**config.mk**
```make
export PLATFORM = sky130hd
export DESIGN_NAME = dsp_irq_flags
export DESIGN_NICKNAME = d
export VERILOG_FILES = /design/src/dsp_pkg.sv /design/src/dsp_irq_flags.sv
export VERILOG_INCLUDE_DIRS = /design/src
export SDC_FILE = /design/constraint.sdc
export NUM_CORES = 1
export LEC_CHECK = 0
export BUFFER_PORTS_ARGS = -buffer_cell sky130_fd_sc_hd__buf_2
export CORE_MARGIN = 8
export CORE_UTILIZATION = 33
export DETAILED_ROUTE_END_ITERATION = 10
export PLACE_DENSITY = 0.9
export SYNTH_ARGS = -nofsm -noshare
export SYNTH_HDL_FRONTEND = slang
export SYNTH_SLANG_ARGS = --single-unit
export TNS_END_PERCENT = 20
```
**constraint.sdc**
```tcl
create_clock -name sys_clk -period 1.9 [get_ports sys_clk]
set_clock_uncertainty 0.2 [all_clocks]
set_input_delay 0 -clock sys_clk [delete_from_list [all_inputs] [get_ports sys_clk]]
set_output_delay 0 -clock sys_clk [all_outputs]
set_load 0.01 [all_outputs]
```
**src/dsp_params.svh**
```systemverilog
`ifndef DSP_PARAMS_SVH
`define DSP_PARAMS_SVH

// Datapath widths
`define DSP_DATA_W 32 // Host and unit word
`define DSP_ADDR_W 16 // Host byte address
`define DSP_RAM_AW 10 // 1024 words, bytes 0x0000 to 0x0FFF
`define DSP_STRB_W 4 // One strobe per byte lane

// External interrupt lines, active low at the pins
`define DSP_IRQ_N 2

// Serial divider, one quotient bit per step
`define DSP_DIV_STEPS 32

// Register block above the RAM window
`define DSP_FLAGS_ADDR 16'h1000 // Mask, clear, latches, busy
`define DSP_DIVIDEND_ADDR 16'h1004 // Read and write
`define DSP_DIVISOR_ADDR 16'h1008 // Write only, starts a division
`define DSP_QUOTIENT_ADDR 16'h100C // Read only
`define DSP_REMAINDER_ADDR 16'h1010 // Read only

`endif

```
**src/dsp_pkg.sv**
```systemverilog
`include "dsp_params.svh"

package dsp_pkg;

	// Flags word as the host writes it
	typedef struct packed
	{
		logic [`DSP_DATA_W-2*`DSP_IRQ_N-1:0] rsvd; // Ignored on write
		logic [`DSP_IRQ_N-1:0] irq_clear; // 1 clears the matching latch
		logic [`DSP_IRQ_N-1:0] irq_mask; // 1 lets the latch reach cpu_int
	} dsp_flags_wr_t;

	// Same word as the host reads it back
	typedef struct packed
	{
		logic [`DSP_DATA_W-2*`DSP_IRQ_N-2:0] rsvd; // Reads zero
		logic div_busy; // Divider still iterating
		logic [`DSP_IRQ_N-1:0] irq_latch; // Edge seen since last clear
		logic [`DSP_IRQ_N-1:0] irq_mask;
	} dsp_flags_rd_t;

	// One bus word, decoded per direction
	typedef union packed
	{
		logic [`DSP_DATA_W-1:0] raw;
		dsp_flags_wr_t wr;
		dsp_flags_rd_t rd;
	} dsp_flags_u;

endpackage

```
**src/dsp_irq_flags.sv**
```systemverilog
`timescale 1ns/10ps
`include "dsp_params.svh"

module dsp_irq_flags
(
	input logic sys_clk,
	input logic rst,
	input logic [`DSP_IRQ_N-1:0] ext_int_n,
	input logic flags_wr,
	input dsp_pkg::dsp_flags_u flags_wdata,
	input logic div_busy,
	output dsp_pkg::dsp_flags_u flags_rd,
	output logic cpu_int
);

import dsp_pkg::*;

logic [`DSP_IRQ_N-1:0] sync1_n; // First synchronizer stage
logic [`DSP_IRQ_N-1:0] sync2_n; // Second stage, safe to use
logic [`DSP_IRQ_N-1:0] prev_n; // Level one cycle back
logic [`DSP_IRQ_N-1:0] irq_edge;
logic [`DSP_IRQ_N-1:0] irq_clr;
logic [`DSP_IRQ_N-1:0] irq_mask;
logic [`DSP_IRQ_N-1:0] irq_latch;
dsp_flags_wr_t wr_view;
dsp_flags_rd_t rd_view;

// Idle level is high, so reset to ones avoids a false edge
always_ff @(posedge sys_clk)
begin
	if (rst)
	begin
		sync1_n <= '1;
		sync2_n <= '1;
		prev_n <= '1;
	end
	else
	begin
		sync1_n <= ext_int_n;
		sync2_n <= sync1_n;
		prev_n <= sync2_n;
	end
end

assign irq_edge = ~sync2_n & prev_n; // Falling edge, one cycle wide

// Host write side
assign wr_view = flags_wdata.wr;
assign irq_clr = flags_wr ? wr_view.irq_clear : '0;

always_ff @(posedge sys_clk)
begin
	if (rst)
	begin
		irq_mask <= '0;
		irq_latch <= '0;
		cpu_int <= 1'b0;
	end
	else
	begin
		if (flags_wr)
			irq_mask <= wr_view.irq_mask;
		irq_latch <= (irq_latch & ~irq_clr) | irq_edge; // New edge beats clear
		cpu_int <= |(irq_latch & irq_mask);
	end
end

// Host read side
always_comb
begin
	rd_view = '0;
	rd_view.irq_mask = irq_mask;
	rd_view.irq_latch = irq_latch;
	rd_view.div_busy = div_busy;
end

assign flags_rd.rd = rd_view;

endmodule

```
# Word-level counts from Yosys, hierarchy flattened
# Cells that the tools add are included.
totals:
  ff_bits: 11
classes:
  n_mux: 1
  bitwise: 6
  n_reduce_logical: 1
ops:
  columns: ["cell", "n"]
  rows:
  - ["2-bit bitwise AND", 3]
  - ["2-bit inverter", 2]
  - ["2-bit two-way mux", 1]
  - ["2-bit OR", 1]
  - ["2-bit OR reduction", 1]

# Depth between registers and ports, before layout
depth:
  word_depth: 4
  depth_mapped: 2
  depth_no_buf: 2

# Least setup slack after synthesis
# Ideal clock, no wire load.
synth_timing:
  path_kind: "register to register"
  start: "register irq_latch[1]"
  end: "register irq_latch[1]"
  setup_ns: 0.066
  arrival_time_ns: 0.696
  required_time_ns: 1.634
  setup_slack_ns: 0.938
  path_stages_with_launch: 3
  path_buffers: 0
  synth_period_minus_slack_ns: 0.962
  cell_sequence: "dfxtp_1 > a21bo_1 > a21oi_2"
synth_via:
  elab_chain_len: 2
synth_rtl:
  columns: ["element", "line_no", "text"]
  rows:
  - ["from (decl)", "dsp_irq_flags.sv:24", "logic [`DSP_IRQ_N-1:0] irq_latch;"]
  - ["from (signal assigned)", "dsp_irq_flags.sv:63", "irq_latch <= (irq_latch & ~irq_clr) | irq_edge;"]
  - ["2-bit bitwise AND", "dsp_irq_flags.sv:63", null]
  - ["2-bit OR", "dsp_irq_flags.sv:63", null]
# No other way between the ends.
# A chain may end at the register's enable or synchronous reset.

# Worst setup path after layout
layout_timing:
  start: "input flags_wdata[2] in the netlist's numbering"
  end: "register irq_latch[0]"
layout_via:
  elab_chain_len: 4
layout_rtl:
  columns: ["element", "line_no", "text"]
  rows:
  - ["from (decl)", "dsp_irq_flags.sv:10", "input dsp_pkg::dsp_flags_u flags_wdata,"]
  - ["2-bit two-way mux", "dsp_irq_flags.sv:49", "assign irq_clr = flags_wr ? wr_view.irq_clear : '0;"]
  - ["2-bit inverter", "dsp_irq_flags.sv:63", null]
  - ["2-bit bitwise AND", "dsp_irq_flags.sv:63", null]
  - ["2-bit OR", "dsp_irq_flags.sv:63", null]
# No other way between the ends.

==> metrics.csv <==
stage,metric,value,unit
outcome,status,"finished, final reports clean",
layout,fillers,174,
global_route,grt_use_total,0.0659,
die,die_w,57.6,um
sta,slew_viol_final,0,
layout,fin_cells,103,
cts,cts_max_level,1,
cts,postCtsResizedCells,0,
layout,layout_commonest_cell,conb_1,
synth,muxShareOfSynthArea,0.0350,
die,core-area,1670,um^2
synth,ys_seq_elements,11,
die,dieHeight,57.6,um
synth,synth_warnings,0,
die,die-area,3320,um^2
synth,synth_adder_area_share,0,
synth,synth_compound_area_frac,0.0788,
cts,insertion_delay,0.26,ns
synth,syn_area,572,um^2
cts,clk_pin_slew,0.07,ns
route,wirelength,1080,um
route,num_vias,365,
cts,cts_setup_buffers,0,
layout,drive_above_1_share,0.221,
layout,diodes,0,
hold_path,hp-start,sync1_n[0],
layout,num-nets-final,125,
hold_path,holdPathEnd,sync2_n[0],
route,drt_iter0_markers,0,
synth,synth_top_family_by_area,buffers and inverters,
global_route,grt_antenna_before_repair,0,
sta,setup_viol,0,
pwr,ir_drop,0.368,mV
place,io_buffers,13,
sta,whs,0.204,ns
synth,synthCells,59,
die,rows,15,
worst_setup_path,path_class,input pin to flop,
sta,rsz0062_at_grt,no,
pwr,power.leakage,0.341,nW
cts,cts.sinks,11,
die,initial_core_util,0.342,
synth,yosysSeqAreaShare,0.385,
sta,fin_crit,1.56,ns
hold_path,min_path_type,flop to flop,
worst_setup_path,worstPathArrival,1.56,ns
place,gp_congestion,0.698,
hold_path,holdPathStages,1,
worst_setup_path,crit_fanout,1,
worst_setup_path,rrSetupSlack,0.35,ns
global_route,overflow,0,
sta,finalHoldViolCount,0,
worst_setup_path,endpoint_kind,flop,
route,ant_nets,0,
route,firstDrtPassIters,1,
route,vias_per_cell,3.54,
synth,synth_top_area_cell,dfxtp_1,
synth,synth.top_cell.area_share,0.385,
sta,timing.final.crit_share,0.821,
worst_setup_path,start_kind,input pin,
synth,synthSimpleGateAreaFrac,0.107,
cts,cts_tree,built,
layout,final_core_util,0.413,
sta,finalSetupTns,0,ns
layout,syn_to_final_growth,20.8,%
place,dpl.cell_count,86,
route,routedWlPerCell,10.5,um
worst_setup_path,cp_cell_sequence,dlygate4sd3_1 > buf_2 > a21bo_1 > dlygate4sd3_1 > a21oi_2,
cts,cts_buffers,3,
pwr,pwr_density_cell,691,nW/um^2
synth,synthTopCellsByArea,"dfxtp_1 (39%), buf_4 (37%), or2_1 (5.5%), a21bo_1 (3.5%), mux2i_1 (3.5%)",
global_route,grt_max_degree,12,
place,hpwl,799,um
cts,clockBufferDepth,2,
worst_setup_path,required,1.90,ns
synth,yosysUniqueCellTypes,12,
job,maxCapViolCount,0,
die,ios,71,
worst_setup_path,reg2reg_to,irq_latch[0],
route,drc,0,
worst_setup_path,worst_path_largest_cell_delay,0.58,ns
synth,synth_xor_xnor_area_share,0,
worst_setup_path,cp_common_cell,dlygate4sd3_1,
worst_setup_path,r2r_start,irq_latch[0],
global_route,grt_pass1_vias,364,
sta,fmax,641,MHz
worst_setup_path,slowest_stage,dlygate4sd3_1,
synth,avgSynthCellArea,9.69,um^2
global_route,grt_pass1_wl,1660,um
layout,final_cell_mix,"conb_1 (27), dlygate4sd3_1 (13), buf_2 (13)",
cts,root_buffer,clkbuf_4,
worst_setup_path,reg2reg_depth,3,
metrics by stage:
stage               area [um^2]  worst slack (ns)  power [mW]
detailed placement          534             0.918       0.306
global route                691             0.287       0.508
floorplan                   669             0.938       0.334
finish                      691             0.340       0.478
CTS                         691             0.345       0.482
global placement            534             0.985       0.304
worst max-delay path, delay by kind of cell:
family / cells / cell delay, ns
buffers and inverters: 3 / 1.24
AO/OA/AOI/OAI: 2 / 0.31
state kept, by name (all words and copies together), names as in the netlist:
register   cells
cpu_int        1
irq_latch      2
irq_mask       2
prev_n         2
sync1_n        2
sync2_n        2
power by group:
group	leakage [nW]	total [mW]	internal, mW	switching [mW]
Sequential	0.0905	0.245	0.240	0.00440
Clock	0.0150	0.152	0.0811	0.0713
Combinational	0.235	0.0803	0.0356	0.0447
per-layer routing:
| layer | routed length, um | up-vias | GRT usage |
|---|---|---|---|
| li1 | - | 183 | - |
| met1 | 345 | 147 | 0.0520 |
| met2 | 514 | 33 | 0.113 |
| met3 | 213 | 2 | 0.0618 |
| met4 | 4 | 0 | 0.0214 |
| met5 | 0 | - | 0 |
what timing repair did:
action	4_1_cts	5_1_grt
endpoints found under the hold margin	12	0
hold buffers	13	0
setup endpoints to repair	0	0
how the worst max path moves through the flow:
stage                         from      endpoint  slack [ns]  depth (start not counted)
floorplan             irq_latch[1]  irq_latch[1]        0.94                          2
global placement      irq_latch[1]  irq_latch[1]        0.98                          2
detailed placement    irq_latch[0]  irq_latch[0]        0.92                          2
CTS                   irq_latch[0]  irq_latch[0]        0.35                          3
global route          irq_latch[0]  irq_latch[0]        0.29                          3
finish              flags_wdata[2]  irq_latch[0]        0.34                          5
logic make-up after synthesis:
logic type | after synthesis
compound gates | 5
buf+inv | 29
flops | 11
mux | 2
other cells | 1
simple gates | 11
layout make-up:
| cell class | count | area (um^2) | area share |
|---|---|---|---|
| multi-input combinational | 45 | 228 | 0.330 |
| timing repair buffer | 26 | 195 | 0.283 |
| sequential | 11 | 220 | 0.319 |
| clock buffer | 4 | 26.3 | 0.0380 |
| tap | 17 | 21.3 | 0.0308 |
synthesized netlist by cell type:
library cell	instances
conb_1	1
nand2b_1	2
a22oi_1	1
nor2_1	3
or2_2	1
a21bo_1	2
a21oi_2	2
buf_4	28
dfxtp_1	11
mux2i_1	2
buf_6	1
or2_1	5
(Power assumes the default switching activity.)
