## src/dsp_params.svh

```systemverilog
`ifndef DSP_PARAMS_SVH
`define DSP_PARAMS_SVH

// Datapath widths
`define DSP_DATA_W 32 // Host and unit word
`define DSP_ADDR_W 16 // Host byte address
`define DSP_RAM_AW 10 // 1024 words, bytes 0x0000 to 0x0FFF
`define DSP_STRB_W 4 // One strobe per byte lane

// External interrupt lines, active low at the pins
`define DSP_IRQ_N 2

// Serial divider, one quotient bit per step
`define DSP_DIV_STEPS 32

// Register block above the RAM window
`define DSP_FLAGS_ADDR 16'h1000 // Mask, clear, latches, busy
`define DSP_DIVIDEND_ADDR 16'h1004 // Read and write
`define DSP_DIVISOR_ADDR 16'h1008 // Write only, starts a division
`define DSP_QUOTIENT_ADDR 16'h100C // Read only
`define DSP_REMAINDER_ADDR 16'h1010 // Read only

`endif

```

## src/dsp_divider.sv

```systemverilog
`timescale 1ns/10ps
`include "dsp_params.svh"

module dsp_divider
(
	input logic sys_clk,
	input logic rst,
	input logic dividend_wr,
	input logic divisor_wr,
	input logic [`DSP_DATA_W-1:0] wdata,
	output logic div_busy,
	output logic [`DSP_DATA_W-1:0] dividend,
	output logic [`DSP_DATA_W-1:0] quotient,
	output logic [`DSP_DATA_W-1:0] remainder
);

localparam int cnt_w = $clog2(`DSP_DIV_STEPS);
localparam logic [cnt_w-1:0] last_step = cnt_w'(`DSP_DIV_STEPS - 1);

logic [`DSP_DATA_W-1:0] divisor_q;
logic [cnt_w-1:0] step_cnt;
logic [`DSP_DATA_W:0] partial; // Remainder with next dividend bit
logic [`DSP_DATA_W:0] diff;
logic step_ok; // Divisor fits, quotient bit is one

// Quotient register starts as the dividend and shifts out its top bit
assign partial = {remainder, quotient[`DSP_DATA_W-1]};
assign diff = partial - {1'b0, divisor_q};
assign step_ok = (partial >= {1'b0, divisor_q}); // Always true for divisor zero

always_ff @(posedge sys_clk)
begin
	if (rst)
	begin
		dividend <= '0;
		divisor_q <= '0;
		quotient <= '0;
		remainder <= '0;
		step_cnt <= '0;
		div_busy <= 1'b0;
	end
	else
	begin
		if (dividend_wr)
			dividend <= wdata; // Used at the next divisor write
		if (divisor_wr)
		begin
			divisor_q <= wdata;
			quotient <= dividend;
			remainder <= '0;
			step_cnt <= '0;
			div_busy <= 1'b1; // Also restarts a running division
		end
		else if (div_busy)
		begin
			quotient <= {quotient[`DSP_DATA_W-2:0], step_ok};
			remainder <= step_ok ? diff[`DSP_DATA_W-1:0] : partial[`DSP_DATA_W-1:0];
			step_cnt <= step_cnt + 1'b1;
			if (step_cnt == last_step)
				div_busy <= 1'b0; // Results valid from here
		end
	end
end

endmodule

```

## config.mk

```make
export PLATFORM = sky130hd
export DESIGN_NAME = dsp_divider
export DESIGN_NICKNAME = d
export VERILOG_FILES = /design/src/dsp_divider.sv
export VERILOG_INCLUDE_DIRS = /design/src
export SDC_FILE = /design/constraint.sdc
export NUM_CORES = 1
export LEC_CHECK = 0
export ABC_CLOCK_PERIOD_IN_PS = 5180
export BUFFER_PORTS_ARGS = -buffer_cell sky130_fd_sc_hd__buf_4
export CAP_MARGIN = 10
export CORE_AREA = 2 2 124 126
export CTS_BUF_LIST = sky130_fd_sc_hd__clkbuf_4
export DETAILED_ROUTE_END_ITERATION = 10
export DIE_AREA = 0 0 126 128
export PLACE_DENSITY = 0.72
export SYNTH_ARGS = -nofsm -noshare
export SYNTH_HDL_FRONTEND = slang
export SYNTH_SLANG_ARGS = --single-unit
export TNS_END_PERCENT = 5
```

## constraint.sdc

```tcl
create_clock -name sys_clk -period 5.18 [get_ports sys_clk]
set_clock_uncertainty 0.1 [all_clocks]
set_input_delay 0.777 -clock sys_clk [delete_from_list [all_inputs] [get_ports sys_clk]]
set_output_delay 0.777 -clock sys_clk [all_outputs]
set_load 0.01 [all_outputs]
```

## Word-level counts from Yosys, hierarchy flattened

Index checks and enable logic that the tools add are counted.

| cells by class | value |
|---|---|
| add/sub/neg operators | 2 |
| magnitude comparators | 1 |
| equality and inequality tests | 1 |
| mux-type cells | 6 |
| reduce and logical (&&, ||, !) cells | 2 |

Operator list:

| kind | number |
|---|---|
| $mux W32 | 3 |
| $ge A33 B32 Y1 | 1 |
| $sub A32 B32 Y32 | 1 |
| $add A5 B1 Y5 const B | 1 |
| $eq A5 B5 Y1 const B | 1 |
| $mux W1 | 3 |
| $reduce_bool A2 Y1 | 1 |
| $reduce_or A2 Y1 | 1 |

| word-level totals | value |
|---|---|
| bits in registers | 134 |
| bits of input ports | 36 |
| output and inout port bits | 97 |
| word-level logic and storage cells | 18 |

## Depth between registers and ports, before layout

| logic depth | value |
|---|---|
| depth in word-level cells | 4 |
| depth in mapped cells | 14 |
| gate-level depth less buffers | 12 |

## Least setup slack after synthesis

Ideal clock, no wire load.

| timing path | value |
|---|---|
| path kind | register to register |
| start | register remainder[10] |
| end | register remainder[31] |
| data arrival time | 2.480 ns |
| data required time | 5.001 ns |
| slack | 2.520 ns |
| cell stages (with the launch flop) | 11 |
| path buffers | 0 |
| clock period less this slack | 2.660 ns |
| path through | dfxtp_1 > ha_1 > or2_1 > a21o_1 > a41oi_1 > o21ai_1 > o211ai_2 > a31oi_1 > a41oi_1 > mux2_1 > a211oi_2 |

| between the ends | value |
|---|---|
| cells in the longest elaborated chain, start to end | 2 |

RTL lines:

| item | line | source |
|---|---|---|
| from (decl) | dsp_divider.sv:14 | `` output logic [`DSP_DATA_W-1:0] remainder `` |
| from (signal assigned) | dsp_divider.sv:57 | `` remainder <= step_ok ? diff[`DSP_DATA_W-1:0] : partial[`DSP_DATA_W-1:0]; `` |
| $sub A32 B32 Y32 or $ge A33 B32 Y1 (tied branches) | dsp_divider.sv:28, dsp_divider.sv:29 |  |
| $mux W32 (*) | dsp_divider.sv:57 |  |

Every way passes the cells marked *; elsewhere a longest branch is shown, timed or not.
A chain may end at the register's enable or synchronous reset.

## Final worst setup path

| timing path | value |
|---|---|
| start | register divisor_q[14] |
| end | register remainder[12] |

| between the ends | value |
|---|---|
| cells in the longest elaborated chain, start to end | 2 |

RTL lines:

| item | line | source |
|---|---|---|
| from (decl) | dsp_divider.sv:20 | `` logic [`DSP_DATA_W-1:0] divisor_q; `` |
| from (signal assigned) | dsp_divider.sv:48 | `divisor_q <= wdata;` |
| $ge A33 B32 Y1 | dsp_divider.sv:29 | `assign step_ok = (partial >= {1'b0, divisor_q});` |
| $mux W32 | dsp_divider.sv:57 |  |

No other way between the ends.

==> impl_metrics.env <==
export IMPL_grt_antenna_before_repair=1
export IMPL_worst_setup_margin_ns=1.92
export IMPL_tritoncts="yes"
export IMPL_synth_ff_latch_count=134
export IMPL_hold_violations_final=0
export IMPL_clk_root_buffer_cell="sky130_fd_sc_hd__clkbuf_4"
export IMPL_syn_cell_area_um2=7290
export IMPL_nNetsFinal=1032
export IMPL_port_buffers=132
export IMPL_post_synth_and_or_nand_nor_area_fraction=0.148
export IMPL_critPathMaxFanout=15
export IMPL_combinational_family_with_the_most_area_after_synthesis="compound AO/OA/AOI/OAI gates"
export IMPL_core_rowCount=45
export IMPL_globalRouteOverflowTotal=0
export IMPL_dp_hpwl_um=13400
export IMPL_period_needed_ns=3.26
export IMPL_worst_setup_hold_path_clk_slew_ns=0.12
export IMPL_route_detailed_drc=0
export IMPL_synth_edff_count=0
export IMPL_initial_core_util=0.491
export IMPL_synth_xor_area_share=0.0360
export IMPL_io_pin_count=133
export IMPL_post_route_cells_drive_above_1_share=0.197
export IMPL_wl_um=18700
export IMPL_final_antenna_net_count=0
export IMPL_crit_arrival_ns=3.58
export IMPL_wire_length_of_the_first_global_routing_pass_um=30500
export IMPL_synth_async_sr_flop_share=0
export IMPL_route_vias_total=6327
export IMPL_postLayoutCoreUtil=0.577
export IMPL_drt_iter0_markers=322
export IMPL_power_density_nw_per_um2=279
export IMPL_slew_at_the_pin_closest_to_its_max_slew_limit_ns=0.908
export IMPL_die_area_um2=16100
export IMPL_run_status="complete, no violations"
export IMPL_die_w_um=126
export IMPL_max_ir_drop_vdd_v=0.000150
export IMPL_grtUsageTotal=0.234
export IMPL_path_class="flop to flop"
export IMPL_cts_htree_levels=4
export IMPL_avgSynthCellArea_um2=8.49
export IMPL_synthAdderAreaFrac=0.0611
export IMPL_design_core_area_um2=14900
export IMPL_postCtsSetupRepairBufs=0
export IMPL_fin_setup_tns_ns=0
export IMPL_route_detailed_wl_per_inst_um=16.1
export IMPL_internal_power_mw=1.64
export IMPL_ys_top_cells_by_area="sky130_fd_sc_hd__dfxtp_1, sky130_fd_sc_hd__mux2i_1, sky130_fd_sc_hd__nor2_1"
export IMPL_synth_main_ff_cell="sky130_fd_sc_hd__dfxtp_1"
export IMPL_syn2layout_area_growth_pct=17.7
export IMPL_yosysTopAreaCellShare=0.368
export IMPL_gpl_final_weighted_congestion=0.958
export IMPL_critPathLaunchType="flop"
export IMPL_hold_class="input pin to flop"
export IMPL_post_synth_inst_count=859
export IMPL_finalMaxSlewViolations=0
export IMPL_routed_via_density=5.44
export IMPL_yosysWarnings=0
export IMPL_synthesis_nets=930
export IMPL_cts_buffer_depth=2
export IMPL_ys_seq_area_frac=0.368
export IMPL_timing_critical_path_required_ns=5.50
export IMPL_cts_repair_resize_count=0
export IMPL_tritoncts_num_sinks=134
export IMPL_max_clock_freq_mhz=307
export IMPL_numCtsBuffers=17
export IMPL_combinationalPowerShare=0.242
export IMPL_dieHeight_um=128
export IMPL_synth_mux_area_frac=0.153
export IMPL_worst_skew_pair_late_latency_ns=0.55
export IMPL_compound_gate_portion_of_the_synthesized_area=0.178
export IMPL_pwr_share_clk=0.288
export IMPL_drt_pass1_iter_count=5
export IMPL_cts_hold_fix_buffers=0
export IMPL_setup_worst_path_end_class="flop"
export IMPL_largest_area_contributor_in_the_synthesized_netlist="sky130_fd_sc_hd__dfxtp_1"
export IMPL_netlist_cell_type_count=60
export IMPL_grt_start_max_net_pins=66
export IMPL_static_leakage_power_nw=3.95
export IMPL_p_sw_uw=759
export IMPL_timing_final_setup_violations=0
export IMPL_timing_max_slew_rel_slack=0.395
export IMPL_power_share_switching=0.317
export IMPL_rsz_0062_raised_after_global_routing="false"
export IMPL_dp_worst_setup_slack_ns=1.99
export IMPL_via_count_of_the_first_global_routing_pass=5989
export IMPL_maxCapViolations=0
export IMPL_power_sequential_fraction=0.470
export IMPL_final_min_period_over_clock_period=0.629
-- synth_stat cells (all sizes together), types with 2 or more instances --
| cell | n |
|---|---|
| ha | 34 |
| and2 | 2 |
| inv | 45 |
| a21o | 20 |
| nand2b | 3 |
| nand3 | 11 |
| a31oi | 9 |
| a41oi | 4 |
| and3 | 6 |
| o41ai | 2 |
| clkbuf | 30 |
| a211oi | 16 |
| a21oi | 79 |
| nand2 | 35 |
| dfxtp | 134 |
| nor3 | 4 |
| or2 | 5 |
| nor2b | 4 |
| buf | 24 |
| xor2 | 10 |
| nand4 | 7 |
| xnor2 | 20 |
| a221oi | 2 |
| o21ai | 27 |
| o21a | 5 |
| o21bai | 4 |
| o211ai | 8 |
| o2111ai | 3 |
| a311oi | 2 |
| a41o | 3 |
| or3 | 2 |
| mux2i | 110 |
| nor2 | 176 |
-- flip-flops by register name, indices dropped and copies added, names as in the netlist --
signal	count
div_busy	1
dividend	32
divisor_q	32
quotient	32
remainder	32
step_cnt	5
-- kinds of logic after synthesis --
family          Yosys count
flops                   134
compound gates          192
fa+ha+maj                35
simple gates            258
buf+inv                  99
xor+xnor                 30
mux                     111
-- placed cells by master, fill, tap and decap left out, drive strengths merged, types with 3 or more instances in the layout --
master	synthesis	routed
nor2	176	176
buf	24	137
dfxtp	134	134
mux2i	110	110
a21oi	79	79
inv	45	46
nand2	35	35
ha	34	34
o21ai	27	27
clkbuf	30	21
xnor2	20	20
a21o	20	20
a211oi	16	16
nand3	11	11
xor2	10	10
a31oi	9	9
o211ai	8	8
nand4	7	7
and3	6	6
o21a	5	5
or2	5	5
clkinv	0	5
nor2b	4	4
nor3	4	4
a41oi	4	4
o21bai	4	4
nand2b	3	3
a41o	3	3
o2111ai	3	3
-- through the flow --
step	hold slack [ns]	cell area, µm²	power [mW]	cells
after floorplan	0.360	7290	1.56	859
after global placement	0.373	8320	1.72	1130
after detailed placement	0.382	8320	1.72	1130
after CTS	0.331	8580	2.41	1161
after global routing	0.333	8580	2.52	1162
final	0.372	8580	2.40	1162
-- worst max-delay path, stage by stage (launching register included) --
cell,delay [ns]
sky130_fd_sc_hd__dfxtp_1,0.36
sky130_fd_sc_hd__inv_1,0.05
sky130_fd_sc_hd__ha_1,0.42
sky130_fd_sc_hd__a21oi_2,0.11
sky130_fd_sc_hd__o21ai_1,0.21
sky130_fd_sc_hd__nor2_1,0.11
sky130_fd_sc_hd__a31oi_4,0.25
sky130_fd_sc_hd__a311oi_1,0.15
sky130_fd_sc_hd__nor2_2,0.68
sky130_fd_sc_hd__buf_4,0.37
sky130_fd_sc_hd__mux2i_1,0.21
sky130_fd_sc_hd__a211oi_1,0.09
-- worst paths after layout --
path | from | to | slack, ns | depth (start not counted)
setup / recovery | divisor_q[14] | remainder[12] | 1.92 | 11
hold / removal | wdata[5] | divisor_q[5] | 0.37 | 3
setup reg to reg | divisor_q[14] | remainder[12] | 1.92 | 11
hold reg to reg | divisor_q[13] | divisor_q[13] | 0.40 | 2
-- layer usage --
metal | vias up | part of all wire | GRT usage
li1 | 3184 | - | -
met1 | 2950 | 0.49 | 0.320
met2 | 164 | 0.44 | 0.367
met3 | 29 | 0.052 | 0.0522
met4 | 0 | 0.018 | 0.0827
met5 | - | 0 | 0
-- area by class of cell --
type | count | area (µm²)
Inverter | 45 | 169
Timing Repair Buffer | 137 | 1030
Fill cell | 1413 | 6280
Antenna cell | 1 | 2.50
Multi-Input combinational cell | 626 | 4200
Clock inverter | 10 | 106
Clock buffer | 21 | 158
Tap cell | 188 | 235
Sequential cell | 134 | 2690
-- power by group through the flow --
stage | logic (mW) | registers (mW) | clock network, mW
CTS | 0.577 | 1.13 | 0.708
finish | 0.579 | 1.13 | 0.690
floorplan | 0.417 | 1.14 | 0
global route | 0.636 | 1.13 | 0.749
global placement | 0.572 | 1.15 | 0
detailed placement | 0.574 | 1.15 | 0
(Power assumes the default switching activity.)
