<file path="config.mk">
export PLATFORM = sky130hd
export DESIGN_NAME = dsp_host_slave
export DESIGN_NICKNAME = d
export VERILOG_FILES = /design/src/dsp_pkg.sv /design/src/dsp_host_slave.sv
export VERILOG_INCLUDE_DIRS = /design/src
export SDC_FILE = /design/constraint.sdc
export NUM_CORES = 1
export LEC_CHECK = 0
export BUFFER_PORTS_ARGS = -buffer_cell sky130_fd_sc_hd__buf_2
export CORE_AREA = 2 2 151 153
export CTS_CLUSTER_SIZE = 10
export DETAILED_ROUTE_END_ITERATION = 10
export DIE_AREA = 0 0 153 155
export MAX_ROUTING_LAYER = met4
export PLACE_DENSITY = 0.49
export SETUP_SLACK_MARGIN = 0.02
export SLEW_MARGIN = 20
export SYNTH_ARGS = -nofsm -noshare
export SYNTH_HDL_FRONTEND = slang
export SYNTH_SLANG_ARGS = --single-unit
export TNS_END_PERCENT = 50
</file>
<file path="constraint.sdc">
create_clock -name sys_clk -period 3.3 [get_ports sys_clk]
set_input_delay 0.66 -clock sys_clk [delete_from_list [all_inputs] [get_ports sys_clk]]
set_output_delay 0.66 -clock sys_clk [all_outputs]
set_load 0.005 [all_outputs]
</file>
<file path="src/dsp_params.svh">
`ifndef DSP_PARAMS_SVH
`define DSP_PARAMS_SVH

// Datapath widths
`define DSP_DATA_W 32 // Host and unit word
`define DSP_ADDR_W 16 // Host byte address
`define DSP_RAM_AW 10 // 1024 words, bytes 0x0000 to 0x0FFF
`define DSP_STRB_W 4 // One strobe per byte lane

// External interrupt lines, active low at the pins
`define DSP_IRQ_N 2

// Serial divider, one quotient bit per step
`define DSP_DIV_STEPS 32

// Register block above the RAM window
`define DSP_FLAGS_ADDR 16'h1000 // Mask, clear, latches, busy
`define DSP_DIVIDEND_ADDR 16'h1004 // Read and write
`define DSP_DIVISOR_ADDR 16'h1008 // Write only, starts a division
`define DSP_QUOTIENT_ADDR 16'h100C // Read only
`define DSP_REMAINDER_ADDR 16'h1010 // Read only

`endif

</file>
<file path="src/dsp_pkg.sv">
`include "dsp_params.svh"

package dsp_pkg;

	// Flags word as the host writes it
	typedef struct packed
	{
		logic [`DSP_DATA_W-2*`DSP_IRQ_N-1:0] rsvd; // Ignored on write
		logic [`DSP_IRQ_N-1:0] irq_clear; // 1 clears the matching latch
		logic [`DSP_IRQ_N-1:0] irq_mask; // 1 lets the latch reach cpu_int
	} dsp_flags_wr_t;

	// Same word as the host reads it back
	typedef struct packed
	{
		logic [`DSP_DATA_W-2*`DSP_IRQ_N-2:0] rsvd; // Reads zero
		logic div_busy; // Divider still iterating
		logic [`DSP_IRQ_N-1:0] irq_latch; // Edge seen since last clear
		logic [`DSP_IRQ_N-1:0] irq_mask;
	} dsp_flags_rd_t;

	// One bus word, decoded per direction
	typedef union packed
	{
		logic [`DSP_DATA_W-1:0] raw;
		dsp_flags_wr_t wr;
		dsp_flags_rd_t rd;
	} dsp_flags_u;

endpackage

</file>
<file path="src/dsp_host_slave.sv">
`timescale 1ns/10ps
`include "dsp_params.svh"

module dsp_host_slave
(
	input logic sys_clk,
	input logic rst,
	input logic [`DSP_ADDR_W-1:0] s_axi_awaddr,
	input logic s_axi_awvalid,
	output logic s_axi_awready,
	input logic [`DSP_DATA_W-1:0] s_axi_wdata,
	input logic [`DSP_STRB_W-1:0] s_axi_wstrb,
	input logic s_axi_wvalid,
	output logic s_axi_wready,
	output logic [1:0] s_axi_bresp,
	output logic s_axi_bvalid,
	input logic s_axi_bready,
	input logic [`DSP_ADDR_W-1:0] s_axi_araddr,
	input logic s_axi_arvalid,
	output logic s_axi_arready,
	output logic [`DSP_DATA_W-1:0] s_axi_rdata,
	output logic [1:0] s_axi_rresp,
	output logic s_axi_rvalid,
	input logic s_axi_rready,
	output logic ram_we,
	output logic [`DSP_RAM_AW-1:0] ram_addr,
	output logic [`DSP_STRB_W-1:0] ram_wstrb,
	output logic [`DSP_DATA_W-1:0] ram_wdata,
	input logic [`DSP_DATA_W-1:0] ram_rdata,
	output logic dividend_wr,
	output logic divisor_wr,
	output logic [`DSP_DATA_W-1:0] wdata,
	input logic div_busy,
	input logic [`DSP_DATA_W-1:0] dividend,
	input logic [`DSP_DATA_W-1:0] quotient,
	input logic [`DSP_DATA_W-1:0] remainder,
	output logic flags_wr,
	output dsp_pkg::dsp_flags_u flags_wdata,
	input dsp_pkg::dsp_flags_u flags_rd
);

// One-hot unit select bits
localparam int sel_ram = 0;
localparam int sel_flags = 1;
localparam int sel_dividend = 2;
localparam int sel_divisor = 3;
localparam int sel_quot = 4;
localparam int sel_rem = 5;
localparam int sel_n = 6;

localparam logic [sel_n-1:0] wr_map = 6'b001111; // RAM, flags, dividend, divisor
localparam logic [sel_n-1:0] rd_map = 6'b110111; // Divisor is write only
localparam logic [1:0] resp_okay = 2'b00;
localparam logic [1:0] resp_slverr = 2'b10;

function automatic logic [sel_n-1:0] addr_dec(input logic [`DSP_ADDR_W-1:0] addr);
	logic [sel_n-1:0] sel;
	sel = '0;
	sel[sel_ram] = (addr[`DSP_ADDR_W-1:`DSP_RAM_AW+2] == '0); // Any byte of the window
	sel[sel_flags] = (addr == `DSP_FLAGS_ADDR);
	sel[sel_dividend] = (addr == `DSP_DIVIDEND_ADDR);
	sel[sel_divisor] = (addr == `DSP_DIVISOR_ADDR);
	sel[sel_quot] = (addr == `DSP_QUOTIENT_ADDR);
	sel[sel_rem] = (addr == `DSP_REMAINDER_ADDR);
	return sel;
endfunction

logic [sel_n-1:0] wr_dec;
logic [sel_n-1:0] ar_dec;
logic [sel_n-1:0] rd_sel; // Source of the pending read
logic aw_set;
logic ar_set;
logic wr_accept;
logic rd_accept;
logic rd_hold_off; // Result read arrives while divider runs
logic rd_wait;
logic rd_first; // First rvalid cycle, data taken live
logic [`DSP_DATA_W-1:0] rd_merge;
logic [`DSP_DATA_W-1:0] rdata_hold;

assign wr_dec = addr_dec(s_axi_awaddr);
assign ar_dec = addr_dec(s_axi_araddr) & rd_map;
assign wr_accept = s_axi_awready & s_axi_awvalid & s_axi_wvalid;
assign rd_accept = s_axi_arready & s_axi_arvalid;

// Ready pulses; write wins when both would rise together
assign aw_set = s_axi_awvalid & s_axi_wvalid & ~s_axi_awready & ~s_axi_bvalid;
assign ar_set = s_axi_arvalid & ~s_axi_arready & ~rd_wait & ~s_axi_rvalid & ~aw_set;
assign rd_hold_off = div_busy & (ar_dec[sel_quot] | ar_dec[sel_rem]);

// Unit strobes on the accept cycle
assign ram_we = wr_accept & wr_dec[sel_ram];
assign ram_addr = wr_accept ? s_axi_awaddr[`DSP_RAM_AW+1:2] : s_axi_araddr[`DSP_RAM_AW+1:2];
assign ram_wstrb = s_axi_wstrb;
assign ram_wdata = s_axi_wdata;
assign dividend_wr = wr_accept & wr_dec[sel_dividend];
assign divisor_wr = wr_accept & wr_dec[sel_divisor];
assign wdata = s_axi_wdata;
assign flags_wr = wr_accept & wr_dec[sel_flags];
assign flags_wdata.raw = s_axi_wdata;

// Read merge, OR of the gated sources
assign rd_merge = ({`DSP_DATA_W{rd_sel[sel_ram]}} & ram_rdata)
	| ({`DSP_DATA_W{rd_sel[sel_flags]}} & flags_rd.raw)
	| ({`DSP_DATA_W{rd_sel[sel_dividend]}} & dividend)
	| ({`DSP_DATA_W{rd_sel[sel_quot]}} & quotient)
	| ({`DSP_DATA_W{rd_sel[sel_rem]}} & remainder); // Unmapped gives zero

assign s_axi_rdata = rd_first ? rd_merge : rdata_hold; // Held after first cycle

always_ff @(posedge sys_clk)
begin
	if (rst)
	begin
		s_axi_awready <= 1'b0;
		s_axi_wready <= 1'b0;
		s_axi_bvalid <= 1'b0;
	end
	else
	begin
		s_axi_awready <= aw_set;
		s_axi_wready <= aw_set; // Always paired with awready
		if (wr_accept)
			s_axi_bvalid <= 1'b1;
		else if (s_axi_bready)
			s_axi_bvalid <= 1'b0;
	end
end

always_ff @(posedge sys_clk)
begin
	if (rst)
	begin
		s_axi_arready <= 1'b0;
		s_axi_rvalid <= 1'b0;
		rd_wait <= 1'b0;
		rd_first <= 1'b0;
	end
	else
	begin
		s_axi_arready <= ar_set;
		rd_first <= 1'b0;
		if (rd_accept)
		begin
			if (rd_hold_off)
				rd_wait <= 1'b1; // Park until busy falls
			else
			begin
				s_axi_rvalid <= 1'b1;
				rd_first <= 1'b1;
			end
		end
		else if (rd_wait && !div_busy)
		begin
			rd_wait <= 1'b0;
			s_axi_rvalid <= 1'b1;
			rd_first <= 1'b1;
		end
		else if (s_axi_rvalid && s_axi_rready)
			s_axi_rvalid <= 1'b0;
	end
end

// Response payloads
always_ff @(posedge sys_clk)
begin
	if (wr_accept)
		s_axi_bresp <= (|(wr_dec & wr_map)) ? resp_okay : resp_slverr;
	if (rd_accept)
	begin
		rd_sel <= ar_dec;
		s_axi_rresp <= (|ar_dec) ? resp_okay : resp_slverr;
	end
	if (rd_first)
		rdata_hold <= rd_merge; // Freeze against later unit writes
end

endmodule

</file>
# Word-level counts from Yosys, hierarchy flattened
# Cells that the tools add are included.
# classes
n_eq_ne	9
mux	16
bitwise_logic	31
n_reduce_logical	12
# ops
cell	n
$and A32 B32 Y32	5
$or A32 B32 Y32	4
$eq A16 B13 Y1 const B	7
$mux W32	1
$and A1 B1 Y1	15
$mux W1	12
$mux W10	1
$logic_not A4 Y1	2
$not A1 Y1	6
$reduce_or A5 Y1	1
$mux W2	2
$reduce_and A2 Y1	2
$reduce_bool A2 Y1	2
$reduce_or A4 Y1	1
$reduce_bool A3 Y1	1
$logic_and A1 B1 Y1	2
$ne A2 B1 Y1 const B	1
$ne A2 B2 Y1 const B	1
$logic_not A1 Y1	1
$or A1 B1 Y1	1
# word_totals
reg_bits	47
in_bits	236
output_inout_bits	155
wordCells	78

# Longest topological paths before layout
# Gate-level depths: netlist of the first run.
# logic_depth
ltp_word	6
depth_mapped	4
depth_no_buf	4

# Worst setup path after synthesis of the first run
# Ideal clock, no wire load.
# synth_path
path_type	input-to-output
start	input port s_axi_awaddr[9]
end	output port divisor_wr
arrival_time_ps	1389
required_time_ps	2640
setup_slack_ps	1251
cell_stages	3
n_path_buf	0
path_cell_list	nor4b_1 nand4_1 nor4b_2
# synth_between
elab_chain_cells	2
# synth_rtl
item	line_no	source
start: declaration	dsp_host_slave.sv:8	input logic [`DSP_ADDR_W-1:0] s_axi_awaddr,
$eq A16 B13 Y1 (no source line)	-	
$and A1 B1 Y1	dsp_host_slave.sv:97	assign divisor_wr = wr_accept & wr_dec[sel_divisor];
end: declaration	dsp_host_slave.sv:31	output logic divisor_wr,
# Every way passes these cells.

# Worst setup path in the final report of the first run
# layout_path
start	register rd_sel[2]
end	output port s_axi_rdata[31]
# layout_between
elab_chain_cells	5
# layout_rtl
item	line_no	source
start: declaration	dsp_host_slave.sv:70	logic [sel_n-1:0] rd_sel;
start signal: assignment	dsp_host_slave.sv:171	rd_sel <= ar_dec;
$and A32 B32 Y32	dsp_host_slave.sv:105	| ({`DSP_DATA_W{rd_sel[sel_dividend]}} & dividend)
$or A32 B32 Y32 (3 in series)	dsp_host_slave.sv:103	assign rd_merge = ({`DSP_DATA_W{rd_sel[sel_ram]}} & ram_rdata)
$mux W32	-	
end: declaration	dsp_host_slave.sv:21	output logic [`DSP_DATA_W-1:0] s_axi_rdata,
# Every way passes these cells.

==> results of run 1 <==
-- sequential cells by signal (all words and copies together) (netlist names) --
signal and count:
rd_sel 5, rd_wait 1, rdata_hold 32, s_axi_wready 1, s_axi_bvalid 1, s_axi_rresp 1, s_axi_bresp 1, s_axi_rvalid 1
s_axi_arready 1, rd_first 1
-- synthesized netlist by cell type, types with 2 or more instances --
master	count	area share
dfxtp_1	38	0.24
nand2_1	3	0.0035
nand2b_1	2	0.0039
and3_1	2	0.0039
nor2_1	34	0.040
nor4_1	6	0.012
a22oi_1	33	0.077
edfxtp_1	7	0.066
a21oi_1	2	0.0031
mux2_2	9	0.032
buf_2	2	0.0031
clkbuf_1	22	0.026
a31oi_1	32	0.062
nor4b_2	3	0.014
a222oi_1	32	0.10
inv_1	5	0.0059
nor3_1	4	0.0062
nor4_4	2	0.013
buf_4	103	0.24
nand4_1	2	0.0039
nor2b_1	3	0.0059
-- cells by family (layout without fill, tap and decap cells) --
| family | count (synthesis) | after routing | share of synthesized area |
|---|---|---|---|
| other | 1 | 2 | 0.00117 |
| DFF | 45 | 45 | 0.303 |
| and+or+nand+nor | 68 | 68 | 0.125 |
| muxes | 10 | 10 | 0.0347 |
| AOI/OAI and AO/OA | 106 | 106 | 0.261 |
| buffers and inverters | 132 | 275 | 0.276 |
-- final cells by class --
type,instances,area share
inverters,5,0.00446
repair buffers,262,0.325
flip-flops and latches,45,0.231
clock buffers,7,0.0315
clock inverters,1,0.00178
multi-input cells,186,0.322
well taps,285,0.0846
-- stage by stage --
step / util / worst slack (ns) / total power, W / cells
3_5_place_dp: 0.183 / 0.688 / 0.00116 / 783
3_3_place_gp: 0.182 / 0.670 / 0.00116 / 782
6_report: 0.190 / 0.566 / 0.00166 / 791
2_1_floorplan: - / 1.25 / 0.000969 / 363
5_1_grt: 0.190 / 0.401 / 0.00179 / 791
4_1_cts: 0.190 / 0.508 / 0.00171 / 791
-- routing by layer --
metal	vias up	wire, um	track usage
met5	-	0	-
met4	0	221	0.0313
met3	29	1340	0.0323
met2	266	6880	0.200
met1	1465	4900	0.111
li1	1577	-	-
-- power by group --
group,internal (W),total (W),switching [W]
combinational,0.000230,0.000449,0.000219
clock,0.000283,0.000520,0.000238
sequential,0.000663,0.000692,0.0000289
total,0.00118,0.00166,0.000486
-- worst max-delay path, cell delays in order, from the launching register on --
cell and delay, ns:
edfxtp_1 0.69, buf_16 0.29, a222oi_1 0.44, a31oi_1 0.17, buf_2 0.18
-- how the worst max path moves through the flow --
stage                          from               to  slack, ns  cells past startpoint
detailed placement  s_axi_awaddr[8]       divisor_wr       0.69                      5
global placement    s_axi_awaddr[8]       divisor_wr       0.67                      5
global route              rd_sel[2]  s_axi_rdata[31]       0.40                      4
finish                    rd_sel[2]  s_axi_rdata[31]       0.57                      4
CTS                       rd_sel[2]  s_axi_rdata[31]       0.51                      4
floorplan           s_axi_awaddr[9]       divisor_wr       1.25                      3
==> results.toml, run 1 <==
[outcome]
status = "finished clean"

[global_route]
grt_pass1_wl_um = 18900
grt_pass1_vias = 3225
grt_antenna_before_repair = 0
grt_usage = 0.108
grt_overflow = 0
grt_start_max_net_pins = 34

[sta]
setup_viol = 0
period_minus_slack_ns = 2.73
fmax_mhz = 366
finalHoldViolations = 0
slew_headroom = 0.518
finalClockSkew_ns = 0.00356
timing.final.crit_share = 0.828
slew_violations = 0
hold-worst-slack_ns = 0.470
fin_setup_tns_ns = 0
worst_pin_slew_ns = 0.722
grt_setup_unrepaired = "false"

[route]
drc = 0
viasPerCell = 4.22
drtIter0Drc = 435
drt-wirelength-per-cell_um = 16.9
first_pass_iters = 5
antenna_left = 0
vias = 3337
finalWirelength_um = 13300

[pwr]
power_density_mw_per_mm2 = 394
p_leak_nw = 1.92
peakVddDrop_mv = 0.174

[floorplan]
core_mm2 = 0.0222
die_y_um = 155
die_w_um = 153
initial_utilization = 0.144
die_area_mm2 = 0.0237
rows = 55
ios = 391

[placed_design]
gp_congestion = 0.721
hpwl_um = 10600
port_buffers = 252
place_area_mm2 = 0.00407

[finish]
layout-drive-gt1-share = 0.563
ff_latch_area_um2 = 972
diodes = 0
final_common_cell = "buf_2"
final_net_count = 741
fill_cells = 2515
synthToLayoutAreaGrowth_pct = 31.3
design_area_mm2 = 0.00421
layout_common_cells = "buf_2, dfxtp_1, nor2_1"
multi_input_area_mm2 = 0.00136

[clocking]
cts_buffers = 5
clkSlewWorstSetupHoldPaths_ns = 0.07
cts.hold.buffers_added = 0
cts_setup_buffers = 0
tritoncts = "built"
clock-root-buffer = "clkbuf_16"
clockBufferDepth = 2
numClockSinks = 45
insertion_delay_ns = 0.29
htree_num_levels = 2
ctsResizeCount = 0

[flow_run]
drv_cap = 0

[hold_path]
hp-class = "flop to flop"
hp-start = "rdata_hold[1]"
holdPathEnd = "rdata_hold[1]"
hold_depth = 2

[logic_synthesis]
syn_area_mm2 = 0.00321
synth_area_per_cell_um2 = 8.86
synthFlopType = "dfxtp_1"
ys_ff_latch = 45
ys_warn_count = 0
synth-edff-count = 7
synth.distinct_cells = 37
synth-async-reset-ratio = 0
synthCells = 362
ys_seq_area_frac = 0.303

[critical_path]
r2r_start = "rd_sel[2]"
r2r_slack_ns = 1.54
required_ns = 2.64
crit_path_end_kind = "primary output"
cp_max_fo = 15
reg2regPathDepth = 3
r2r-end = "rdata_hold[31]"
cp-start-kind = "flop"
path_class = "flop to primary output"
cp_data_arrival_time_ns = 2.07
(Power assumes the default switching activity.)
==> inputs of run 2 (changes only) <==
--- a/config.mk
+++ b/config.mk
@@ -12,7 +12,7 @@
 export DETAILED_ROUTE_END_ITERATION = 10
 export DIE_AREA = 0 0 153 155
 export MAX_ROUTING_LAYER = met4
-export PLACE_DENSITY = 0.49
+export PLACE_DENSITY = 0.51
 export SETUP_SLACK_MARGIN = 0.02
 export SLEW_MARGIN = 20
 export SYNTH_ARGS = -nofsm -noshare
==> constraint.sdc (replaced) <==
create_clock -name sys_clk -period 2.3 [get_ports sys_clk]
set_input_delay 0.46 -clock sys_clk [delete_from_list [all_inputs] [get_ports sys_clk]]
set_output_delay 0.46 -clock sys_clk [all_outputs]
set_load 0.005 [all_outputs]
==> run 2 against run 1 <==
- via count rose by 0.51%
- largest cell class unchanged
- cell area rose by 1.2%
- critical path type unchanged
- critical path depth did not move
- sequential share of layout area fell by 0.27 points
- clock skew rose by 0.0019 ns
- global-route usage barely moved
- utilization rose by 0.23 points
- power rose by 42%
- sequential power rose by 43%
- clock power rose by 40%
==> results.toml, run 2 (synthesis gave the netlist of run 1 again) <==
[outcome]
status = "finished clean"

[finish]
final_common_cell = "buf_2"
largest_reg_flops = 32
layout_common_cells = "buf_2, dfxtp_1, nor2_1"
layout-drive-gt1-share = 0.565
synthToLayoutAreaGrowth_pct = 32.9
top_regs = "rdata_hold: 32 flops, rd_sel: 5 flops"
largest-register = "rdata_hold"
finalNonFillerCells = 795
final_net_count = 743
finish.utilization = 0.192

[hold_path]
hp-start = "s_axi_arvalid"
hold_depth = 2
holdPathEnd = "s_axi_arready"
hp-class = "primary input to flop"

[route]
viasPerCell = 4.22
first_pass_iters = 8
finalWirelength_um = 13200
drt-wirelength-per-cell_um = 16.6
vias = 3354
drtIter0Drc = 421
antenna_left = 0
drc = 0

[sta]
finalHoldViolations = 0
fin_setup_tns_ns = 0
period_minus_slack_ns = 2.21
hold-worst-slack_ns = 0.406
fin_ws_ns = 0.0946
setup_viol = 0
finalClockSkew_ns = 0.00541
fmax_mhz = 453
timing.final.crit_share = 0.959
grt_setup_unrepaired = "true"
slew_violations = 0

[pwr]
pwr-share-comb = 0.274
sw_frac_of_total = 0.285
p_switching_w = 0.000672
power_frac_clock = 0.307
p_seq_frac = 0.419
peakVddDrop_mv = 0.209
power_density_mw_per_mm2 = 554
p_leak_nw = 1.94
cellInternalPower_w = 0.00169

[critical_path]
cp_top_family = "compound AO/OA/AOI/OAI gates"
critPathBufInv = 2
slowest_delay_ns = 0.47
reg2regPathDepth = 3
slowest_stage = "a222oi_1"
r2r_slack_ns = 0.86
path_class = "flop to primary output"
required_ns = 1.84
crit_path_end_kind = "primary output"
cp-start-kind = "flop"
cp_max_fo = 32
r2r_start = "rd_sel[2]"
cp_cell_sequence = "buf_12, a222oi_1, a31oi_1, buf_2"
startpoint = "rd_sel[2]"
r2r-end = "rdata_hold[4]"
cp_data_arrival_time_ns = 1.75

[floorplan]
die_y_um = 155
initial_utilization = 0.144
core_mm2 = 0.0222
die_w_um = 153
die_area_mm2 = 0.0237
rows = 55
ios = 391

[placed_design]
port_buffers = 252
gp_congestion = 0.746
dp.cells = 785
hpwl_um = 10300
preCtsSetupSlack_ns = 0.244

[clocking]
insertion_delay_ns = 0.29
numClockSinks = 45
cts_buffers = 5
ctsResizeCount = 0
htree_num_levels = 2
clock-root-buffer = "clkbuf_16"
clkSlewWorstSetupHoldPaths_ns = 0.07
tritoncts = "built"
clockBufferDepth = 2

[global_route]
grt_start_max_net_pins = 38
grt_pass1_vias = 3295
grt_usage = 0.108
grt_pass1_wl_um = 18800
grt_overflow = 0
grt_antenna_before_repair = 2

[flow_run]
drv_cap = 0
[run 2: changes by cell type in the layout (fill, tap and decap cells not counted), sizes merged]
cell	change
diode	+2
buf	+2
[run 2: what timing repair did]
| action | CTS | global route |
|---|---|---|
| hold buffers | 0 | 0 |
| endpoints found under the setup margin | 0 | 2 |
| buffers inserted | 0 | 0 |
[run 2: layer usage]
| layer | routed length, um | GRT usage | share of wire | vias to the layer above |
|---|---|---|---|---|
| met3 | 1300 | 0.0301 | 0.099 | 48 |
| met2 | 6770 | 0.200 | 0.51 | 256 |
| met1 | 4630 | 0.103 | 0.35 | 1467 |
| met4 | 521 | 0.0529 | 0.039 | 0 |
| li1 | - | - | - | 1583 |
| met5 | 0 | - | 0 | - |
[run 2: power groups by stage]
stage               Clock, W  Sequential, W  Combinational (W)
finish              0.000726       0.000989           0.000647
global route        0.000808        0.00100           0.000720
CTS                 0.000784       0.000988           0.000657
detailed placement         0        0.00101           0.000652
global placement           0        0.00101           0.000650
floorplan                  0        0.00100           0.000390
[run 2: final cells by class]
class                      instances  area [um^2]
tap                              285          357
timing repair buffer             264         1410
sequential                        45          972
clock inverter                     1         7.51
multi-input combinational        186         1360
antenna                            2         5.00
fill                            2522        18000
clock buffer                       7          133
inverter                           5         18.8
[run 2: worst max path at each step]
| stage | endpoint | slack (ns) | cells past startpoint |
|---|---|---|---|
| floorplan | divisor_wr | 0.65 | 3 |
| global route | s_axi_rdata[1] | 0.02 | 5 |
| detailed placement | divisor_wr | 0.24 | 7 |
| global placement | divisor_wr | 0.21 | 7 |
| CTS | s_axi_rdata[4] | 0.1 | 4 |
| finish | s_axi_rdata[4] | 0.09 | 4 |
[run 2: through the flow]
stage / total power, W / instance area [um^2]
after floorplan: 0.00139 / 3210
after global placement: 0.00166 / 4120
after detailed placement: 0.00166 / 4120
after CTS: 0.00243 / 4260
after global routing: 0.00253 / 4260
final: 0.00236 / 4260
==> inputs of run 3 (changes only) <==
--- a/config.mk
+++ b/config.mk
@@ -12,7 +12,7 @@
 export DETAILED_ROUTE_END_ITERATION = 10
 export DIE_AREA = 0 0 153 155
 export MAX_ROUTING_LAYER = met4
-export PLACE_DENSITY = 0.51
+export PLACE_DENSITY = 0.49
 export SETUP_SLACK_MARGIN = 0.02
 export SLEW_MARGIN = 20
 export SYNTH_ARGS = -nofsm -noshare
==> constraint.sdc (replaced) <==
create_clock -name sys_clk -period 2.6 [get_ports sys_clk]
set_input_delay 0.52 -clock sys_clk [delete_from_list [all_inputs] [get_ports sys_clk]]
set_output_delay 0.52 -clock sys_clk [all_outputs]
set_load 0.005 [all_outputs]
==> run 3 against run 2 <==
- utilization rose by 0.090 points
- critical path depth unchanged
- hold slack better by 0.062 ns
- largest power group unchanged
==> results.toml, run 3 (synthesis gave the netlist of run 1 again) <==
[outcome]
status = "finished clean"

[critical_path]
cp_cell_sequence = "buf_4, a222oi_1, a31oi_1, buf_2"
cp_data_arrival_time_ns = 1.78
path_class = "flop to primary output"
required_ns = 2.08
crit_path_end_kind = "primary output"
slowest_stage = "a222oi_1"
slowest_delay_ns = 0.50
cp-start-kind = "flop"
cp_max_fo = 32

[finish]
largest-register = "rdata_hold"
synthToLayoutAreaGrowth_pct = 33.5
layout_common_cells = "buf_2, dfxtp_1, nor2_1"
largest_reg_flops = 32
final_common_cell = "buf_2"
finalNonFillerCells = 794
final_net_count = 743
top_regs = "rdata_hold: 32 flops, rd_sel: 5 flops"
layout-drive-gt1-share = 0.565
design_area_mm2 = 0.00428

[sta]
slew_headroom = 0.527
finalClockSkew_ns = 0.00648
slew_violations = 0
worst_pin_slew_ns = 0.710
period_minus_slack_ns = 2.30
finalHoldViolations = 0
timing.final.crit_share = 0.884
fmax_mhz = 435
setup_viol = 0
grt_setup_unrepaired = "false"
fin_setup_tns_ns = 0

[placed_design]
hpwl_um = 10600
gp_congestion = 0.728
place_area_mm2 = 0.00412
port_buffers = 252
dp.cells = 785

[clocking]
clkSlewWorstSetupHoldPaths_ns = 0.07
ctsResizeCount = 0
cts.hold.buffers_added = 0
clockBufferDepth = 2
numClockSinks = 45
htree_num_levels = 2
cts_buffers = 5
clock-root-buffer = "clkbuf_16"
insertion_delay_ns = 0.29
tritoncts = "built"
cts_setup_buffers = 0

[global_route]
grt_start_max_net_pins = 33
grt_pass1_vias = 3155
grt_overflow = 0
grt_pass1_wl_um = 18800
grt_antenna_before_repair = 1
grt_usage = 0.108

[floorplan]
rows = 55
die_w_um = 153
die_area_mm2 = 0.0237
core_mm2 = 0.0222
die_y_um = 155
initial_utilization = 0.144
ios = 391

[route]
drc = 0
first_pass_iters = 6
drtIter0Drc = 336
drt-wirelength-per-cell_um = 16.3
antenna_left = 0
finalWirelength_um = 12900
viasPerCell = 4.12
vias = 3271

[pwr]
power_density_mw_per_mm2 = 512
peakVddDrop_mv = 0.192
p_leak_nw = 1.96

[flow_run]
drv_cap = 0

[hold_path]
hp-class = "primary input to flop"
[run 3: cell types whose count changed in the layout (fill, tap and decap cells not counted)]
cell / delta
bufinv_16: +1
clkbuf_1: -1
clkinvlp_4: -1
clkinv_1: +1
diode_2: -1
[run 3: report_power, final]
group | leakage, nW | total (W) | switching [W] | internal, W
Combinational | 1.48 | 0.000574 | 0.000280 | 0.000295
Sequential | 0.392 | 0.000877 | 0.0000356 | 0.000842
Clock | 0.0785 | 0.000740 | 0.000288 | 0.000452
Total | 1.96 | 0.00219 | 0.000603 | 0.00159
[run 3: through the flow]
step,total power (W),hold WS (ns),util,setup slack (ns)
floorplan,0.00123,0.465,-,0.831
detailed placement,0.00148,0.460,0.185,0.271
finish,0.00219,0.468,0.193,0.301
CTS,0.00226,0.454,0.193,0.264
global route,0.00236,0.457,0.193,0.146
global placement,0.00147,0.458,0.185,0.247
[run 3: final cells by class]
cell class	instances	area, um^2
Multi-Input combinational cell	186	1360
Timing Repair Buffer	264	1410
Antenna cell	1	2.50
Clock buffer	6	129
Clock inverter	2	33.8
Inverter	5	18.8
Tap cell	285	357
Fill cell	2515	17900
Sequential cell	45	972
[run 3: per-layer routing]
layer,vias to the layer above,GRT usage,part of all wire
met3,29,0.0334,0.096
met4,0,0.0340,0.020
met5,-,-,0
met1,1418,0.107,0.37
met2,239,0.201,0.51
li1,1585,-,-
[run 3: final timing paths]
check,cells past startpoint,endpoint,slack (ns),start
setup reg to reg,3,rdata_hold[22],1.13,rd_sel[2]
hold reg to reg,2,rdata_hold[25],0.47,rdata_hold[25]
setup / recovery,4,s_axi_rdata[22],0.30,rd_sel[2]
hold / removal,2,s_axi_bvalid,0.47,rst
[run 3: critical path, delay by kind of cell (launching register included)]
kind                   cells  cell delay (ns)
buffers and inverters      2             0.40
AO/OA/AOI/OAI              2             0.68
flip-flops                 1             0.36
